File: config.mk
export PLATFORM = sky130hd
export DESIGN_NAME = kitchen_status_top
export DESIGN_NICKNAME = d
export VERILOG_FILES = /design/src/logic/kitchen_pkg.sv /design/src/logic/button_debounce.sv /design/src/logic/digit_scanner.sv /design/src/logic/kitchen_status_top.sv /design/src/logic/round_keeper.sv /design/src/logic/status_arbiter.sv /design/src/logic/status_receiver.sv
export VERILOG_INCLUDE_DIRS = /design/src /design/src/include
export SDC_FILE = /design/constraint.sdc
export NUM_CORES = 1
export LEC_CHECK = 0
export ABC_AREA = 1
export BUFFER_PORTS_ARGS = -buffer_cell sky130_fd_sc_hd__buf_2
export CAP_MARGIN = 15
export CORE_MARGIN = 3
export CORE_UTILIZATION = 35
export CTS_CLUSTER_DIAMETER = 40
export DETAILED_ROUTE_END_ITERATION = 8
export PLACE_DENSITY_LB_ADDON = 0.08
export SLEW_MARGIN = 20
export SYNTH_ARGS = -nofsm -noshare
export SYNTH_HDL_FRONTEND = slang
export SYNTH_SLANG_ARGS = --single-unit
export TNS_END_PERCENT = 30
File: constraint.sdc
create_clock -name clk_in -period 3 [get_ports clk_in]
set_input_delay 0.6 -clock clk_in [delete_from_list [all_inputs] [get_ports clk_in]]
set_output_delay 0.6 -clock clk_in [all_outputs]
set_load 0.02 [all_outputs]
File: src/include/seg_font.svh
// hex digit to segments, active high, segment a in bit 0
function automatic logic [6:0] hex_to_segments(input logic [3:0] value);
   logic [6:0] segments;
   case (value)
      4'h0: segments = 7'b011_1111;
      4'h1: segments = 7'b000_0110;
      4'h2: segments = 7'b101_1011;
      4'h3: segments = 7'b100_1111;
      4'h4: segments = 7'b110_0110;
      4'h5: segments = 7'b110_1101;
      4'h6: segments = 7'b111_1101;
      4'h7: segments = 7'b000_0111;
      4'h8: segments = 7'b111_1111;
      4'h9: segments = 7'b110_1111;
      4'hA: segments = 7'b111_0111;
      4'hB: segments = 7'b111_1100;
      4'hC: segments = 7'b011_1001;
      4'hD: segments = 7'b101_1110;
      4'hE: segments = 7'b111_1001;
      default: segments = 7'b111_0001;
   endcase
   return segments;
endfunction

File: src/logic/kitchen_pkg.sv
package kitchen_pkg;

   ////////////////////////////////////////////////////////////
   // game state and status word
   ////////////////////////////////////////////////////////////

   typedef enum logic [1:0] {
      state_idle    = 2'd0,
      state_playing = 2'd1,
      state_over    = 2'd2
   } game_state_t;

   // laid out top bits first, as the primary console sends it
   typedef struct packed {
      game_state_t game_state;
      logic [13:0] point_total;
      logic [7:0]  time_left;
   } status_fields_t;

   // bytes[2] goes out on the wire first
   typedef union packed {
      logic [2:0][7:0] bytes;
      status_fields_t  fields;
   } status_word_u;

   ////////////////////////////////////////////////////////////
   // constants
   ////////////////////////////////////////////////////////////

   // opens every serial status frame
   localparam logic [7:0] status_sync_byte = 8'hA5;

   // score stops climbing here
   localparam logic [13:0] point_limit = 14'd9999;

endpackage

File: src/logic/button_debounce.sv
module button_debounce #(
   parameter int DEBOUNCE_CYCLES = 1_000_000
) (
   input  logic clk_in,
   input  logic reset_in,
   input  logic noisy,
   output logic clean
);

   localparam int COUNT_W = $clog2(DEBOUNCE_CYCLES + 1);

   logic [COUNT_W-1:0] stable_count;
   logic               last_sample;

   // count how long the input has held still, adopt it once long enough
   always_ff @(posedge clk_in) begin
      if (reset_in) begin
         last_sample  <= noisy;
         clean        <= noisy;
         stable_count <= '0;
      end else if (noisy != last_sample) begin
         // any change restarts the wait
         last_sample  <= noisy;
         stable_count <= '0;
      end else if (stable_count == COUNT_W'(DEBOUNCE_CYCLES)) begin
         clean <= last_sample;
      end else begin
         stable_count <= stable_count + 1'b1;
      end
   end

endmodule

File: src/logic/digit_scanner.sv
module digit_scanner #(
   parameter int SCAN_CYCLES = 100_000
) (
   input  logic        clk_in,
   input  logic        reset_in,
   input  logic [31:0] digit_word,
   output logic [6:0]  seg_cathode,
   output logic [7:0]  seg_anode
);

   `include "seg_font.svh"

   localparam int DWELL_W = $clog2(SCAN_CYCLES + 1);

   logic [DWELL_W-1:0] dwell_count;
   logic               dwell_done;
   logic [7:0]         next_anode;
   logic [3:0]         next_nibble;

   assign dwell_done = (dwell_count == DWELL_W'(SCAN_CYCLES - 1));

   // anode that will be lit after this edge, so cathodes line up with it
   always_comb begin
      if (reset_in) begin
         next_anode = 8'b1111_1110;
      end else if (dwell_done) begin
         next_anode = {seg_anode[6:0], seg_anode[7]};
      end else begin
         next_anode = seg_anode;
      end
   end

   // route the nibble of the selected digit
   always_comb begin
      next_nibble = digit_word[3:0];
      for (int i = 0; i < 8; i++) begin
         if (!next_anode[i]) begin
            next_nibble = digit_word[i*4 +: 4];
         end
      end
   end

   always_ff @(posedge clk_in) begin
      if (reset_in) begin
         dwell_count <= '0;
      end else if (dwell_done) begin
         dwell_count <= '0;
      end else begin
         dwell_count <= dwell_count + 1'b1;
      end
   end

   // both outputs active low
   always_ff @(posedge clk_in) begin
      seg_anode   <= next_anode;
      seg_cathode <= ~hex_to_segments(next_nibble);
   end

endmodule

File: src/logic/kitchen_status_top.sv
module kitchen_status_top import kitchen_pkg::*; #(
   parameter int DEBOUNCE_CYCLES   = 1_000_000,
   parameter int FRAMES_PER_SECOND = 60,
   parameter int ROUND_SECONDS     = 180,
   parameter int POINTS_PER_DISH   = 20,
   parameter int CLKS_PER_BIT      = 868,
   parameter int SCAN_CYCLES       = 100_000
) (
   input  logic           clk_in,
   input  logic           reset_in,
   input  logic           frame_in,
   input  logic           pause,
   input  logic           btn_chop,
   input  logic           serial_rx,
   input  logic [1:0]     player_id,
   output status_fields_t shown_status,
   output logic [6:0]     seg_cathode,
   output logic [7:0]     seg_anode
);

   logic           chop_clean;
   status_fields_t local_status;
   status_word_u   remote_status;
   logic           remote_valid;
   logic [31:0]    digit_word;

   ////////////////////////////////////////////////////////////
   // local round
   ////////////////////////////////////////////////////////////

   button_debounce #(
      .DEBOUNCE_CYCLES (DEBOUNCE_CYCLES)
   ) chop_debounce_i (
      .clk_in   (clk_in),
      .reset_in (reset_in),
      .noisy    (btn_chop),
      .clean    (chop_clean)
   );

   round_keeper #(
      .FRAMES_PER_SECOND (FRAMES_PER_SECOND),
      .ROUND_SECONDS     (ROUND_SECONDS),
      .POINTS_PER_DISH   (POINTS_PER_DISH)
   ) round_keeper_i (
      .clk_in       (clk_in),
      .reset_in     (reset_in),
      .frame_in     (frame_in),
      .pause        (pause),
      .chop         (chop_clean),
      .local_status (local_status)
   );

   // status broadcast from the primary console
   status_receiver #(
      .CLKS_PER_BIT (CLKS_PER_BIT)
   ) status_receiver_i (
      .clk_in        (clk_in),
      .reset_in      (reset_in),
      .serial_rx     (serial_rx),
      .remote_status (remote_status),
      .remote_valid  (remote_valid)
   );

   ////////////////////////////////////////////////////////////
   // selection and display
   ////////////////////////////////////////////////////////////

   status_arbiter status_arbiter_i (
      .clk_in        (clk_in),
      .reset_in      (reset_in),
      .frame_in      (frame_in),
      .player_id     (player_id),
      .local_status  (local_status),
      .remote_status (remote_status),
      .shown_status  (shown_status),
      .digit_word    (digit_word)
   );

   digit_scanner #(
      .SCAN_CYCLES (SCAN_CYCLES)
   ) digit_scanner_i (
      .clk_in      (clk_in),
      .reset_in    (reset_in),
      .digit_word  (digit_word),
      .seg_cathode (seg_cathode),
      .seg_anode   (seg_anode)
   );

endmodule

File: src/logic/round_keeper.sv
module round_keeper import kitchen_pkg::*; #(
   parameter int FRAMES_PER_SECOND = 60,
   parameter int ROUND_SECONDS     = 180,
   parameter int POINTS_PER_DISH   = 20
) (
   input  logic           clk_in,
   input  logic           reset_in,
   input  logic           frame_in,
   input  logic           pause,
   input  logic           chop,
   output status_fields_t local_status
);

   localparam int FRAME_W = $clog2(FRAMES_PER_SECOND + 1);

   logic               chop_prev;
   logic               chop_rise;
   logic               running;
   logic               second_tick;
   logic [FRAME_W-1:0] frame_count;
   logic [14:0]        point_sum;

   assign chop_rise   = chop & ~chop_prev;
   assign running     = (local_status.game_state == state_playing) & ~pause;
   assign second_tick = (frame_count == FRAME_W'(FRAMES_PER_SECOND - 1));

   // one spare bit so the saturation check sees the carry
   assign point_sum = {1'b0, local_status.point_total} + 15'(POINTS_PER_DISH);

   always_ff @(posedge clk_in) begin
      if (reset_in) begin
         chop_prev                <= chop;
         frame_count              <= '0;
         local_status.game_state  <= state_playing;
         local_status.point_total <= '0;
         local_status.time_left   <= 8'(ROUND_SECONDS);
      end else begin
         chop_prev <= chop;
         // score and clock both freeze while paused or over
         if (running) begin
            if (chop_rise) begin
               if (point_sum > {1'b0, point_limit}) begin
                  local_status.point_total <= point_limit;
               end else begin
                  local_status.point_total <= point_sum[13:0];
               end
            end
            if (frame_in) begin
               if (second_tick) begin
                  frame_count <= '0;
                  if (local_status.time_left <= 8'd1) begin
                     local_status.time_left  <= '0;
                     local_status.game_state <= state_over;
                  end else begin
                     local_status.time_left <= local_status.time_left - 8'd1;
                  end
               end else begin
                  frame_count <= frame_count + 1'b1;
               end
            end
         end
      end
   end

endmodule

File: src/logic/status_arbiter.sv
module status_arbiter import kitchen_pkg::*; (
   input  logic           clk_in,
   input  logic           reset_in,
   input  logic           frame_in,
   input  logic [1:0]     player_id,
   input  status_fields_t local_status,
   input  status_word_u   remote_status,
   output status_fields_t shown_status,
   output logic [31:0]    digit_word
);

   // the primary shows its own round, everyone else follows the link
   always_ff @(posedge clk_in) begin
      if (reset_in) begin
         shown_status <= '0;
      end else if (frame_in) begin
         if (player_id == 2'd0) begin
            shown_status <= local_status;
         end else begin
            shown_status <= remote_status.fields;
         end
      end
   end

   ////////////////////////////////////////////////////////////
   // display word, top nibble first
   ////////////////////////////////////////////////////////////

   // player, state, four score nibbles, two timer nibbles
   assign digit_word = {
      2'b00, player_id,
      2'b00, shown_status.game_state,
      2'b00, shown_status.point_total,
      shown_status.time_left
   };

endmodule

File: src/logic/status_receiver.sv
module status_receiver import kitchen_pkg::*; #(
   parameter int CLKS_PER_BIT = 868
) (
   input  logic         clk_in,
   input  logic         reset_in,
   input  logic         serial_rx,
   output status_word_u remote_status,
   output logic         remote_valid
);

   localparam int TIMER_W = $clog2(CLKS_PER_BIT + 1);
   localparam logic [TIMER_W-1:0] HALF_BIT = TIMER_W'(CLKS_PER_BIT / 2 - 1);
   localparam logic [TIMER_W-1:0] FULL_BIT = TIMER_W'(CLKS_PER_BIT - 1);

   typedef enum logic [1:0] {
      rx_idle,
      rx_start,
      rx_data,
      rx_stop
   } rx_state_t;

   logic               rx_meta;
   logic               rx_sync;
   rx_state_t          rx_state;
   logic [TIMER_W-1:0] bit_timer;
   logic [2:0]         bit_count;
   logic [7:0]         shift_reg;
   // 0 while hunting for the sync byte, then status byte 1..3
   logic [1:0]         byte_count;
   status_word_u       frame_buf;

   // two flops in from the pin, idle line is high
   always_ff @(posedge clk_in) begin
      if (reset_in) begin
         rx_meta <= 1'b1;
         rx_sync <= 1'b1;
      end else begin
         rx_meta <= serial_rx;
         rx_sync <= rx_meta;
      end
   end

   ////////////////////////////////////////////////////////////
   // bit timing and frame assembly
   ////////////////////////////////////////////////////////////

   always_ff @(posedge clk_in) begin
      if (reset_in) begin
         rx_state      <= rx_idle;
         bit_timer     <= '0;
         bit_count     <= '0;
         byte_count    <= '0;
         remote_valid  <= 1'b0;
         remote_status <= '0;
      end else begin
         remote_valid <= 1'b0;
         case (rx_state)
            rx_idle: begin
               if (!rx_sync) begin
                  rx_state  <= rx_start;
                  bit_timer <= '0;
               end
            end
            rx_start: begin
               // check the middle of the start bit, a glitch just goes back
               if (bit_timer == HALF_BIT) begin
                  bit_timer <= '0;
                  bit_count <= '0;
                  rx_state  <= rx_sync ? rx_idle : rx_data;
               end else begin
                  bit_timer <= bit_timer + 1'b1;
               end
            end
            rx_data: begin
               if (bit_timer == FULL_BIT) begin
                  bit_timer <= '0;
                  // lsb first
                  shift_reg <= {rx_sync, shift_reg[7:1]};
                  bit_count <= bit_count + 1'b1;
                  if (bit_count == 3'd7) begin
                     rx_state <= rx_stop;
                  end
               end else begin
                  bit_timer <= bit_timer + 1'b1;
               end
            end
            default: begin
               if (bit_timer == FULL_BIT) begin
                  bit_timer <= '0;
                  rx_state  <= rx_idle;
                  if (!rx_sync) begin
                     // framing error drops the whole frame
                     byte_count <= '0;
                  end else begin
                     case (byte_count)
                        2'd0: begin
                           if (shift_reg == status_sync_byte) begin
                              byte_count <= 2'd1;
                           end
                        end
                        2'd1: begin
                           frame_buf.bytes[2] <= shift_reg;
                           byte_count         <= 2'd2;
                        end
                        2'd2: begin
                           frame_buf.bytes[1] <= shift_reg;
                           byte_count         <= 2'd3;
                        end
                        default: begin
                           remote_status.bytes <= {frame_buf.bytes[2], frame_buf.bytes[1],
                                                   shift_reg};
                           remote_valid        <= 1'b1;
                           byte_count          <= 2'd0;
                        end
                     endcase
                  end
               end else begin
                  bit_timer <= bit_timer + 1'b1;
               end
            end
         endcase
      end
   end

endmodule

==> results.md <==
* Number of antenna violations at the first check in global routing at 0
* Post-synth cell types at 50
* Die area at between 0.02 and 0.03 mm2
* I/O Pins at between 40 and 50
* Most used cell, CP: nand2_1
* Vias in the first global route at ~6500
* Max Root-Sink Buffers at 2
* Register area share after synthesis at a little under half
* GR Overflow Total at 0
* Number of routed nets with antenna violations at 0
* Largest net degree at the start of global routing at 65
* Hold_buf cts at 0
* Synthesized area at 0.00825 mm2
* # setup viols final at 0
* Data arrival, critical path at 3020 ps
* Mean Syn Cell Area at just under 8 um2
* Setup CP Type: reg -> reg
* Commonest non-fill, non-tap cell in the layout: nand2_1
* Yosys reg bits at roughly 180
* Final Wtd Congestion at 0.805
* Tcrit/Tclk final at about nine tenths
* CP endpoint kind: flop
* Max Freq at roughly 370 MHz
* CTS tree: yes
* Peak VDD IR at roughly 360 uV
* Vias per inst at roughly 4.7
* Slowest cell on crit path: dfxtp_1
* Nets at around 1100
* Total track usage at 15.6%
* CP peak stage delay at ~360 ps
* Die width at roughly 160 um
* Core ar. at ~0.023 mm2
* Crit path time final at approximately 2700 ps
* Ant diodes at 0
* DR DRC count at 0
* Initial drt markers at 304
* Final setup skew at just over 9 ps
* Cell Rows at 55
* Max H-tree Level at 4
* Yosys synthesis warning count at 0
* Pre-CTS WS at between 200 and 300 ps
* Lkg Pwr at around 0.004 uW
* Clk Latency, worst-skew pair at approximately 420 ps
* Hold WC Path Type: in -> reg
* Cell Pwr Density at around 540 mW/mm2
* Iteration count of the initial detailed-routing pass at 5
* Max-slew violations at 0
* Via Count at slightly below 7000
* Crit path cell chain: ha_1, nand3_2, nor2_1, nand3_2, buf_4, o21ai_4, nand2_4, nand3_1, nand2_1, nand2_1, nand2_1, nand2_1, nand2_1, nand2_2, inv_2, ha_1, o21ai_2, a21boi_1
* Relative slew margins at between 50% and 60%
* Num CTS Buffers at 17
* Most frequent cells in the layout: nand2_1 (160), inv_1 (154), dfxtp_1 (149)
* Avg WL per Cell at 13.4 um
* Worst path required time at roughly 3400 ps
* Clk slew on worst S/H paths at 70 ps
* Syn Nets at roughly 1100
* DRT Wirelength at 19200 um
* Die Ht at 160 um
* Max cap viols at 0
* Status: completed
* First-pass GRT wire length at 32700 um
* Setup slack after layout at between 300 and 400 ps
* Post-DP HPWL at 13700 um
* Total clock sinks at around 180
* Synthesis-to-finish area growth at 15.0%
* # fillers at around 2400
* Post-Syn Instances at around 1100
* Setup TNS at 0 ps
* Fin. Hold Viols at 0
* RSZ-0062 raised after global routing: false
* Max FO, Critical Path at 6
* Worst-Margin Slew at around 680 ps
* Worst Setup Start Kind: flop
* Fraction of layout cells with a size suffix above 1 at approximately an eighth
* IO buf count at between 40 and 50
* Initial Utilization at a little over a third
* Buffer type at the clock tree root: clkbuf_16
cells in the mapped netlist (all sizes together):
| master | count | area, um2 |
|---|---|---|
| nor4 | 10 | 62.6 |
| nand2 | 167 | 657 |
| xor2 | 16 | 140 |
| xnor2 | 10 | 87.6 |
| o21bai | 2 | 26.3 |
| clkbuf | 27 | 101 |
| o211ai | 29 | 231 |
| nor3b | 4 | 30.0 |
| a21oi | 65 | 325 |
| ha | 28 | 350 |
| o2111ai | 1 | 8.76 |
| a21o | 1 | 7.51 |
| a21boi | 1 | 7.51 |
| a211oi | 4 | 30.0 |
| o31ai | 2 | 15.0 |
| o21ai | 76 | 403 |
| buf | 4 | 23.8 |
| and2 | 1 | 6.26 |
| o21a | 4 | 30.0 |
| nand4 | 16 | 100 |
| clkinv | 3 | 12.5 |
| nor3 | 40 | 211 |
| inv | 161 | 604 |
| a31oi | 2 | 12.5 |
| nand3 | 66 | 388 |
| a2bb2oi | 1 | 8.76 |
| nor2 | 120 | 468 |
| nand3b | 9 | 67.6 |
| edfxtp | 26 | 781 |
| dfxtp | 149 | 2980 |
| o32ai | 1 | 8.76 |
| or2 | 8 | 50.1 |
| a221oi | 1 | 8.76 |
path summary, 6_finish.rpt:
kind / to / depth (start not counted) / slack [ps] / startpoint
worst max register to register: digit_scanner_i.seg_cathode[1] / 18 / 330 / digit_scanner_i.dwell_count[0]
worst max-delay path: digit_scanner_i.seg_cathode[1] / 18 / 330 / digit_scanner_i.dwell_count[0]
worst min-delay path: status_receiver_i.rx_meta / 2 / 360 / serial_rx
worst min register to register: round_keeper_i.chop_prev / 0 / 370 / chop_debounce_i.clean
routing by layer:
metal | GRT usage (%) | part of all wire (%) | vias up
li1 | - | - | 3554
met1 | 21.4 | 51 | 3059
met2 | 25.0 | 44 | 101
met3 | 3.54 | 3.8 | 9
met4 | 3.58 | 0.72 | 0
met5 | 0 | 0 | -
per-stage QoR:
stage / hold slack (ps) / util, % / std cells / total power [uW] / instance area, um2
floorplan: 348 / - / 1055 / 2790 / 8250
global placement: 354 / 38.7 / 1397 / 2910 / 8860
detailed placement: 360 / 38.7 / 1397 / 2910 / 8860
CTS: 339 / 41.3 / 1429 / 5170 / 9460
global route: 344 / 41.4 / 1432 / 5320 / 9490
finish: 357 / 41.4 / 1432 / 5080 / 9490
cell families after synthesis:
| kind of cell | after synthesis | share of synthesized area [%] |
|---|---|---|
| AOI/OAI and AO/OA | 190 | 13.6 |
| xor gates and xnor gates | 26 | 2.76 |
| adders and majority gates | 28 | 4.25 |
| buffers and inverters | 195 | 9.00 |
| DFF | 175 | 45.6 |
| and+or+nand+nor | 441 | 24.7 |
report_power, final:
group	switching, uW	internal [uW]	total [uW]
clock network	965	1260	2230
logic	251	126	378
registers	48.7	2430	2480
total	1260	3820	5080
layout make-up:
type                            count  area [um2]  share of cell area, %
Tap cell                          313         392                   4.13
Clock inverter                      9        70.1                  0.738
Clock buffer                       23         532                   5.60
Inverter                          164         617                   6.50
Timing Repair Buffer               63         370                   3.90
Sequential cell                   175        3760                   39.7
Multi-Input combinational cell    685        3740                   39.5
worst max-delay path: cells and delay by family, from the launching register on:
kind / cells / cell delay [ps]
and+or+nand+nor: 11 / 980
adders and majority gates: 2 / 520
AOI/OAI and AO/OA: 3 / 480
DFF: 1 / 360
buffers and inverters: 2 / 250
timing repair:
| action | 4_1_cts | 5_1_grt |
|---|---|---|
| endpoints found under the hold margin | 0 | 0 |
| setup buffers | 0 | 3 |
| endpoints found under the setup margin | 0 | 6 |
| resized for setup | 0 | 3 |
Note: power is estimated with default switching activity, not from simulation.
